File: src/hdl/prci_pkg.sv
// --------------------
// Shared PRCI definitions: bus widths,
// APB FSM states, register map, cause bits
// --------------------
`default_nettype none

package prci_pkg;

    // Bus widths
    localparam int unsigned PRCI_ADDR_W = 12;
    localparam int unsigned PRCI_DATA_W = 32;
    localparam int unsigned REG_IDX_W   = PRCI_ADDR_W - 2;   // Word index, byte bits dropped

    // Decoder FSM
    typedef enum logic [1:0] {
        ST_IDLE = 2'd0,     // Waiting for setup phase
        ST_REQ  = 2'd1,     // Request strobe high
        ST_WAIT = 2'd2,     // Waiting for result stage
        ST_RESP = 2'd3      // pready high
    } apb_state_e;

    // Register word index, paddr[11:2]
    typedef enum logic [REG_IDX_W-1:0] {
        REG_PLL_STATUS  = 10'd0,    // RO: sys_locked, ddr_locked
        REG_RST_STATUS  = 10'd1,    // sys_nrst, dbg_nrst; bit 0 write starts sw reset
        REG_RST_CAUSE   = 10'd2,    // Sticky, write 1 to clear
        REG_RST_STRETCH = 10'd3     // Stretch length
    } prci_reg_e;

    // Reset cause bit positions
    localparam int unsigned CAUSE_POR = 0;
    localparam int unsigned CAUSE_PLL = 1;
    localparam int unsigned CAUSE_DBG = 2;
    localparam int unsigned CAUSE_SW  = 3;
    localparam int unsigned CAUSE_W   = 4;

endpackage : prci_pkg

`default_nettype wire

File: src/hdl/prci_req_if.sv
// --------------------
// Register request bundle, decoder to
// execute and result stages
// --------------------
`timescale 1ns/1ps
`default_nettype none

interface prci_req_if;
    import prci_pkg::*;

    logic                   req_valid;  // One-cycle strobe
    logic [PRCI_ADDR_W-1:0] req_addr;   // Byte address
    logic                   req_write;  // 1 = write
    logic [PRCI_DATA_W-1:0] req_wdata;

    // Driven by the APB decoder
    modport master (
        output req_valid,
        output req_addr,
        output req_write,
        output req_wdata
    );

    // Read by reset control and result stage
    modport target (
        input req_valid,
        input req_addr,
        input req_write,
        input req_wdata
    );

endinterface : prci_req_if

`default_nettype wire

File: src/hdl/apb_req_decode.sv
// --------------------
// APB slave FSM: turns transfers into
// one-cycle register requests
// --------------------
`timescale 1ns/1ps
`default_nettype none

module apb_req_decode (
    input  logic                             i_clk,
    input  logic                             i_pwrreset,   // Async, active high
    // APB slave side
    input  logic                             i_psel,
    input  logic                             i_penable,
    input  logic                             i_pwrite,
    input  logic [prci_pkg::PRCI_ADDR_W-1:0] i_paddr,
    input  logic [prci_pkg::PRCI_DATA_W-1:0] i_pwdata,
    output logic                             o_pready,
    output logic [prci_pkg::PRCI_DATA_W-1:0] o_prdata,
    output logic                             o_pslverr,
    // Internal request
    prci_req_if.master                       req_bus,
    // Response from result stage
    input  logic                             i_resp_valid,
    input  logic [prci_pkg::PRCI_DATA_W-1:0] i_resp_rdata,
    input  logic                             i_resp_err
);
    import prci_pkg::*;

    apb_state_e             state_q;
    apb_state_e             state_nxt;
    logic                   setup_phase;
    logic [PRCI_ADDR_W-1:0] addr_q;
    logic [PRCI_DATA_W-1:0] wdata_q;
    logic                   write_q;

    assign setup_phase = i_psel && !i_penable;  // First APB cycle

    // Next state
    always_comb begin
        state_nxt = state_q;
        case (state_q)
            ST_IDLE: if (setup_phase) state_nxt = ST_REQ;
            ST_REQ:  state_nxt = ST_WAIT;               // Strobe lasts one cycle
            ST_WAIT: if (i_resp_valid) state_nxt = ST_RESP;
            ST_RESP: state_nxt = ST_IDLE;               // pready for one cycle only
            default: state_nxt = ST_IDLE;
        endcase
    end

    always_ff @(posedge i_clk or posedge i_pwrreset) begin
        if (i_pwrreset) begin
            state_q <= ST_IDLE;
        end else begin
            state_q <= state_nxt;
        end
    end

    // Capture transfer at setup; master holds it until pready anyway
    always_ff @(posedge i_clk) begin
        if (state_q == ST_IDLE && setup_phase) begin
            addr_q  <= i_paddr;
            wdata_q <= i_pwdata;
            write_q <= i_pwrite;
        end
    end

    // Registered response, zero outside the pready cycle
    always_ff @(posedge i_clk or posedge i_pwrreset) begin
        if (i_pwrreset) begin
            o_pready  <= 1'b0;
            o_prdata  <= '0;
            o_pslverr <= 1'b0;
        end else if (state_q == ST_WAIT && i_resp_valid) begin
            o_pready  <= 1'b1;
            o_prdata  <= i_resp_rdata;
            o_pslverr <= i_resp_err;
        end else begin
            o_pready  <= 1'b0;
            o_prdata  <= '0;
            o_pslverr <= 1'b0;
        end
    end

    // Request strobe straight from state
    assign req_bus.req_valid = (state_q == ST_REQ);
    assign req_bus.req_addr  = addr_q;
    assign req_bus.req_write = write_q;
    assign req_bus.req_wdata = wdata_q;

endmodule : apb_req_decode

`default_nettype wire

File: src/hdl/prci_reset_ctrl.sv
// --------------------
// Reset controller: synchronizers, stretch
// counter, sw reset, cause/stretch regs
// --------------------
`timescale 1ns/1ps
`default_nettype none

module prci_reset_ctrl #(
    parameter int unsigned STRETCH_W           = 8,
    parameter int unsigned RST_STRETCH_DEFAULT = 4
) (
    input  logic                         i_clk,
    input  logic                         i_pwrreset,    // Power-on reset, async
    input  logic                         i_dmireset,    // Debug reset request
    input  logic                         i_sys_locked,  // System PLL lock
    prci_req_if.target                   req_bus,
    output logic                         o_sys_rst,     // Active high
    output logic                         o_sys_nrst,    // Active low
    output logic                         o_dbg_nrst,    // Debug domain reset, active low
    output logic [prci_pkg::CAUSE_W-1:0] o_cause,
    output logic [STRETCH_W-1:0]         o_stretch
);
    import prci_pkg::*;

    // Synchronizer lanes
    localparam int unsigned SYNC_DMI  = 0;
    localparam int unsigned SYNC_LOCK = 1;
    localparam int unsigned SYNC_POR  = 2;

    logic [2:0]           sync_meta;
    logic [2:0]           sync_q;
    logic                 por_act;
    logic                 pll_lost;
    logic                 dmi_act;
    logic                 any_src;
    prci_reg_e            req_idx;
    logic                 wr_req;
    logic                 sw_req;           // One-cycle sw reset pulse
    logic [STRETCH_W-1:0] cnt_q;
    logic [CAUSE_W-1:0]   cause_set;
    logic [CAUSE_W-1:0]   cause_clr;

    // Two-flop synchronizers; POR lane shifts out zeros after release,
    // lock lane starts as locked so no false PLL cause at power-up
    always_ff @(posedge i_clk or posedge i_pwrreset) begin
        if (i_pwrreset) begin
            sync_meta <= 3'b110;
            sync_q    <= 3'b110;
        end else begin
            sync_meta <= {1'b0, i_sys_locked, i_dmireset};
            sync_q    <= sync_meta;
        end
    end

    assign por_act  = sync_q[SYNC_POR];
    assign pll_lost = ~sync_q[SYNC_LOCK];
    assign dmi_act  = sync_q[SYNC_DMI];
    assign any_src  = por_act | pll_lost | dmi_act | sw_req;

    assign req_idx = prci_reg_e'(req_bus.req_addr[PRCI_ADDR_W-1:2]);   // Byte bits ignored
    assign wr_req  = req_bus.req_valid && req_bus.req_write;

    // Write 1 to RST_STATUS[0] starts a software reset
    always_ff @(posedge i_clk or posedge i_pwrreset) begin
        if (i_pwrreset) begin
            sw_req <= 1'b0;
        end else begin
            sw_req <= wr_req && (req_idx == REG_RST_STATUS) && req_bus.req_wdata[0];
        end
    end

    // Stretch counter: reloaded while any source active, then counts out
    always_ff @(posedge i_clk or posedge i_pwrreset) begin
        if (i_pwrreset) begin
            cnt_q     <= '0;
            o_sys_rst <= 1'b1;
        end else if (any_src) begin
            cnt_q     <= o_stretch;
            o_sys_rst <= 1'b1;
        end else if (cnt_q != '0) begin
            cnt_q     <= cnt_q - 1'b1;
            o_sys_rst <= 1'b1;             // Holds stretch + 1 cycles in total
        end else begin
            o_sys_rst <= 1'b0;
        end
    end

    assign o_sys_nrst = ~o_sys_rst;

    // Debug domain only sees POR and PLL loss, no stretch
    always_ff @(posedge i_clk or posedge i_pwrreset) begin
        if (i_pwrreset) begin
            o_dbg_nrst <= 1'b0;
        end else begin
            o_dbg_nrst <= ~(por_act | pll_lost);
        end
    end

    // Cause bits
    always_comb begin
        cause_set            = '0;
        cause_set[CAUSE_POR] = por_act;
        cause_set[CAUSE_PLL] = pll_lost;
        cause_set[CAUSE_DBG] = dmi_act;
        cause_set[CAUSE_SW]  = sw_req;
    end

    assign cause_clr = (wr_req && req_idx == REG_RST_CAUSE) ?
                       req_bus.req_wdata[CAUSE_W-1:0] : '0;

    always_ff @(posedge i_clk or posedge i_pwrreset) begin
        if (i_pwrreset) begin
            o_cause            <= '0;
            o_cause[CAUSE_POR] <= 1'b1;
        end else begin
            o_cause <= (o_cause & ~cause_clr) | cause_set;     // New cause beats clear
        end
    end

    // Stretch length register
    always_ff @(posedge i_clk or posedge i_pwrreset) begin
        if (i_pwrreset) begin
            o_stretch <= STRETCH_W'(RST_STRETCH_DEFAULT);
        end else if (wr_req && req_idx == REG_RST_STRETCH) begin
            o_stretch <= req_bus.req_wdata[STRETCH_W-1:0];
        end
    end

endmodule : prci_reset_ctrl

`default_nettype wire

File: src/hdl/prci_reg_result.sv
// --------------------
// Result stage: read mux, unmapped error,
// registered response
// --------------------
`timescale 1ns/1ps
`default_nettype none

module prci_reg_result #(
    parameter int unsigned STRETCH_W = 8
) (
    input  logic                             i_clk,
    input  logic                             i_pwrreset,
    prci_req_if.target                       req_bus,
    input  logic                             i_sys_locked,  // Raw PLL levels
    input  logic                             i_ddr_locked,
    input  logic                             i_sys_nrst,
    input  logic                             i_dbg_nrst,
    input  logic [prci_pkg::CAUSE_W-1:0]     i_cause,
    input  logic [STRETCH_W-1:0]             i_stretch,
    output logic                             o_resp_valid,
    output logic [prci_pkg::PRCI_DATA_W-1:0] o_resp_rdata,
    output logic                             o_resp_err
);
    import prci_pkg::*;

    prci_reg_e              req_idx;
    logic [PRCI_DATA_W-1:0] rdata_c;
    logic                   err_c;

    assign req_idx = prci_reg_e'(req_bus.req_addr[PRCI_ADDR_W-1:2]);

    // Read mux, unused bits zero
    always_comb begin
        rdata_c = '0;
        err_c   = 1'b0;
        case (req_idx)
            REG_PLL_STATUS: begin
                rdata_c[0] = i_sys_locked;
                rdata_c[1] = i_ddr_locked;
            end
            REG_RST_STATUS: begin
                rdata_c[0] = i_sys_nrst;
                rdata_c[1] = i_dbg_nrst;
            end
            REG_RST_CAUSE:   rdata_c[CAUSE_W-1:0]   = i_cause;
            REG_RST_STRETCH: rdata_c[STRETCH_W-1:0] = i_stretch;
            default:         err_c = 1'b1;  // Unmapped, reads and writes alike
        endcase
    end

    always_ff @(posedge i_clk or posedge i_pwrreset) begin
        if (i_pwrreset) begin
            o_resp_valid <= 1'b0;
        end else begin
            o_resp_valid <= req_bus.req_valid;  // Exactly one cycle behind
        end
    end

    // Payload only loads on a request
    always_ff @(posedge i_clk) begin
        if (req_bus.req_valid) begin
            o_resp_rdata <= req_bus.req_write ? '0 : rdata_c;
            o_resp_err   <= err_c;
        end
    end

endmodule : prci_reg_result

`default_nettype wire

File: src/hdl/prci_top.sv
// --------------------
// PRCI top: APB decoder, reset control
// and result stage
// --------------------
`timescale 1ns/1ps
`default_nettype none

module prci_top #(
    parameter int unsigned STRETCH_W           = 8,
    parameter int unsigned RST_STRETCH_DEFAULT = 4
) (
    input  logic                             i_clk,
    input  logic                             i_pwrreset,
    input  logic                             i_dmireset,
    input  logic                             i_sys_locked,
    input  logic                             i_ddr_locked,
    // APB
    input  logic                             i_psel,
    input  logic                             i_penable,
    input  logic                             i_pwrite,
    input  logic [prci_pkg::PRCI_ADDR_W-1:0] i_paddr,
    input  logic [prci_pkg::PRCI_DATA_W-1:0] i_pwdata,
    output logic                             o_pready,
    output logic [prci_pkg::PRCI_DATA_W-1:0] o_prdata,
    output logic                             o_pslverr,
    // Resets
    output logic                             o_sys_rst,
    output logic                             o_sys_nrst,
    output logic                             o_dbg_nrst
);
    import prci_pkg::*;

    prci_req_if req_bus ();

    logic                   resp_valid;
    logic [PRCI_DATA_W-1:0] resp_rdata;
    logic                   resp_err;
    logic [CAUSE_W-1:0]     cause;
    logic [STRETCH_W-1:0]   stretch;

    apb_req_decode u_decode (
        .i_clk        (i_clk),
        .i_pwrreset   (i_pwrreset),     // APB path ignores sw reset
        .i_psel       (i_psel),
        .i_penable    (i_penable),
        .i_pwrite     (i_pwrite),
        .i_paddr      (i_paddr),
        .i_pwdata     (i_pwdata),
        .o_pready     (o_pready),
        .o_prdata     (o_prdata),
        .o_pslverr    (o_pslverr),
        .req_bus      (req_bus.master),
        .i_resp_valid (resp_valid),
        .i_resp_rdata (resp_rdata),
        .i_resp_err   (resp_err)
    );

    prci_reset_ctrl #(
        .STRETCH_W           (STRETCH_W),
        .RST_STRETCH_DEFAULT (RST_STRETCH_DEFAULT)
    ) u_reset_ctrl (
        .i_clk        (i_clk),
        .i_pwrreset   (i_pwrreset),
        .i_dmireset   (i_dmireset),
        .i_sys_locked (i_sys_locked),
        .req_bus      (req_bus.target),
        .o_sys_rst    (o_sys_rst),
        .o_sys_nrst   (o_sys_nrst),
        .o_dbg_nrst   (o_dbg_nrst),
        .o_cause      (cause),
        .o_stretch    (stretch)
    );

    prci_reg_result #(
        .STRETCH_W (STRETCH_W)
    ) u_result (
        .i_clk        (i_clk),
        .i_pwrreset   (i_pwrreset),
        .req_bus      (req_bus.target),
        .i_sys_locked (i_sys_locked),
        .i_ddr_locked (i_ddr_locked),
        .i_sys_nrst   (o_sys_nrst),     // Status read back from reset outputs
        .i_dbg_nrst   (o_dbg_nrst),
        .i_cause      (cause),
        .i_stretch    (stretch),
        .o_resp_valid (resp_valid),
        .o_resp_rdata (resp_rdata),
        .o_resp_err   (resp_err)
    );

endmodule : prci_top

`default_nettype wire

File: config.mk
export PLATFORM = sky130hd
export DESIGN_NAME = prci_top
export DESIGN_NICKNAME = d
export VERILOG_FILES = /design/src/hdl/prci_pkg.sv /design/src/hdl/prci_req_if.sv /design/src/hdl/apb_req_decode.sv /design/src/hdl/prci_reset_ctrl.sv /design/src/hdl/prci_reg_result.sv /design/src/hdl/prci_top.sv
export SDC_FILE = /design/constraint.sdc
export NUM_CORES = 1
export LEC_CHECK = 0
export BUFFER_PORTS_ARGS = -buffer_cell sky130_fd_sc_hd__buf_2
export CAP_MARGIN = 20
export CORE_ASPECT_RATIO = 1.75
export CORE_MARGIN = 2
export CORE_UTILIZATION = 55
export DETAILED_ROUTE_END_ITERATION = 8
export PLACE_DENSITY = 0.83
export SYNTH_ARGS = -nofsm -noshare
export SYNTH_HDL_FRONTEND = slang
export SYNTH_SLANG_ARGS = --single-unit
File: constraint.sdc
create_clock -name i_clk -period 5.8 [get_ports i_clk]
set_clock_uncertainty 0.2 [all_clocks]
set_input_delay 1.16 -clock i_clk [delete_from_list [all_inputs] [get_ports i_clk]]
set_output_delay 1.16 -clock i_clk [all_outputs]
set_load 0.01 [all_outputs]
==> impl_metrics.yaml <==
run_status:
  status: "completed"
finish:
  antenna_cells: 0
  final_layout_size_suffix_gt1_frac: 0.301
  area_delta_synth_final_pct: 12.4
  finalInstanceArea_um2: 3320
  layout.nets: 321
  fin_util: 0.636
  fillers: 419
detailed_routing:
  dr.pass1.iters: 4
  drc: 0
  vias_per_cell: 5.36
  wire_per_inst_um: 13.9
  drtIter0Drc: 38
  totalWireLength_um: 4490
  vias: 1738
  drtAntennaViolNets: 0
setup_path:
  crit_slowest_cell: "dfstp_2"
  critPathKind: "flop to primary output"
  required_ns: 4.44
  end_kind: "primary output"
  start_kind: "flop"
  worst_ep_arrival_time_ns: 1.04
  path_max_fanout: 2
  cp_cell_sequence: "inv_1 > buf_2"
  slowest_delay_ns: 0.53
clocking:
  htree_levels: 3
  clockRootBuffer: "clkbuf_8"
  ctsLongestPathBuffers: 2
  path_clk_slew_ns: 0.07
  insertion_delay_ns: 0.34
  cts_tree: "done"
  cts_setup_buffers: 0
  cts.sinks: 70
  post_cts_resized: 0
  cts_buffers: 9
  holdBufCountCts: 0
placed_design:
  place_area_um2: 3110
  portBuffers: 38
  hpwl_um: 3320
  place_congestion: 0.833
timing:
  hold_viol_final: 0
  setup_tns_ns: 0
  min_period_ns: 2.40
  slew_viol_final: 0
  rsz0062_at_grt: "no"
  maxSlewHeadroom: 0.429
  worst_pin_slew_ns: 0.854
  fin_crit_sh: 0.414
  max_freq_ghz: 0.417
  setup_violations: 0
die:
  pin_count: 89
  dieWidth_um: 59.4
  fp.dieH_um: 101
  core-area_um2: 5210
  dieArea_um2: 5990
  initial_core_util: 0.566
  fp-row-count: 35
yosys:
  avgSynthCellArea_um2: 13.5
  ys_seq_area_frac: 0.644
  synth_top_cell_by_area: "dfrtp_1"
  syn_inst: 219
  ys_warn_count: 0
  synthTopCellsByArea: "dfrtp_1 (30%), edfxtp_1 (28%), dfstp_2 (6.2%), buf_4 (6.1%), mux2_2 (3.4%)"
  ys_types: 42
  syn-cell-area_um2: 2950
  ys_ff_latch: 70
  synth_top_area_frac: 0.297
global_routing:
  grt_pass1_vias: 1604
  grt_max_degree: 43
  grt_pass1_wl_um: 7380
  overflow: 0
  grt.total_usage: 0.173
  grt_antenna_before_repair: 0
min_path:
  hold_path_class: "flop to flop"
power:
  p_leak_nw: 1.51
  power_density_nw_per_um2: 351
  ir_drop_mv: 0.225
run:
  maxCapViolations: 0
report_power, final:
group | internal [mW] | total, mW | switching, mW
sequential | 0.581 | 0.612 | 0.0303
combinational | 0.0650 | 0.157 | 0.0921
clock | 0.222 | 0.394 | 0.172
sequential cells by signal (all words and copies together) (netlist names), 2 cells and up:
name	flops
u_reset_ctrl.sync_meta	3
u_result.o_resp_rdata	8
u_reset_ctrl.o_cause	4
u_decode.state_q	2
u_reset_ctrl.sync_q	3
u_decode.o_prdata	8
u_reset_ctrl.o_stretch	8
u_decode.req_bus.req_addr	10
u_reset_ctrl.cnt_q	8
u_decode.req_bus.req_wdata	8
final timing paths:
check	cells past startpoint	end	slack [ns]	startpoint
max	2	o_sys_nrst	3.40	u_reset_ctrl.o_sys_rst$_DFF_PP1_
min	0	u_reset_ctrl.sync_q[0]$_DFF_PP0_	0.16	u_reset_ctrl.sync_meta[0]$_DFF_PP0_
min reg2reg	0	u_reset_ctrl.sync_q[0]$_DFF_PP0_	0.16	u_reset_ctrl.sync_meta[0]$_DFF_PP0_
max reg2reg	5	u_reset_ctrl.o_stretch[0]$_DFFE_PP0P_	3.47	u_decode.state_q[1]$_DFFE_PP0P_
min in group asynchronous	3	u_reset_ctrl.cnt_q[5]$_DFFE_PP0P_	0.72	i_pwrreset
max in group asynchronous	3	u_reset_ctrl.o_sys_rst$_DFF_PP1_	4.29	i_pwrreset
kinds of logic after synthesis:
group | Yosys count | share of synthesized area
DFF | 70 | 0.644
and+or+nand+nor | 66 | 0.141
AOI/OAI and AO/OA | 21 | 0.0462
xor gates and xnor gates | 1 | 0.00297
other | 1 | 0.00127
adders and majority gates | 5 | 0.0212
muxes | 14 | 0.0598
buffers and inverters | 41 | 0.0835
metal layers:
metal / track usage / share of wire / up-vias
li1: - / - / 829
met1: 0.184 / 0.37 / 827
met2: 0.281 / 0.53 / 67
met3: 0.0475 / 0.053 / 15
met4: 0.131 / 0.048 / 0
met5: 0 / 0 / -
cell usage in the layout, fill, tap and decap left out, types with 2 or more instances in the layout:
master	count
o31ai_1	4
clkbuf_8	11
a21oi_1	4
or4_4	2
conb_1	25
nor3b_1	4
nor2_1	10
dfrtp_1	35
nor4_1	3
edfxtp_1	28
nand2_1	8
or4_1	2
buf_4	2
and3_1	12
mux4_2	2
nor2b_1	4
mux2_2	9
buf_2	38
mux2i_1	3
o21ai_0	3
nand2b_1	5
inv_1	11
nor3_1	5
a31oi_1	6
dfstp_2	7
nor4b_1	2
clkinv_2	2
ha_1	5
area by class of cell:
class	count	area [um^2]	share of cell area
flip-flops and latches	70	1900	0.573
multi-input cells	132	893	0.269
repair buffers	40	205	0.0619
clock buffers	11	151	0.0456
well taps	55	68.8	0.0207
clock inverters	5	56.3	0.0170
inverters	11	41.3	0.0124
worst max-delay path, delay by kind of cell, from the launching register on:
kind                   cells  cell delay [ns]
flip-flops                 1             0.53
buffers and inverters      2             0.18
metrics by stage:
stage	power (mW)	cells	hold WS [ns]	setup slack [ns]
finish	1.16	324	0.155	3.40
global placement	0.770	308	0.135	3.47
detailed placement	0.779	308	0.142	3.46
global route	1.22	324	0.166	3.34
floorplan	0.744	243	0.131	3.08
CTS	1.17	324	0.158	3.37
synthesized netlist by cell type:
cell type	n
dfrtp_1	35
edfxtp_1	28
buf_4	24
and3_1	12
inv_1	11
nor2_1	10
mux2_2	9
nand2_1	8
dfstp_2	7
a31oi_1	6
ha_1	5
nand2b_1	5
nor3_1	5
a21oi_1	4
clkbuf_1	4
nor2b_1	4
nor3b_1	4
o31ai_1	4
mux2i_1	3
nor4_1	3
o21ai_0	3
mux4_2	2
nor4b_1	2
or4_1	2
or4_4	2
and2_1	1
buf_2	1
clkbuf_2	1
conb_1	1
nand3b_1	1
nand4_1	1
nor4_4	1
nor4b_2	1
o211ai_1	1
o221ai_1	1
o22a_1	1
o311ai_0	1
or2_2	1
or3_1	1
or3b_2	1
or4b_2	1
xnor2_1	1
Power figures use the tool's default switching activity.
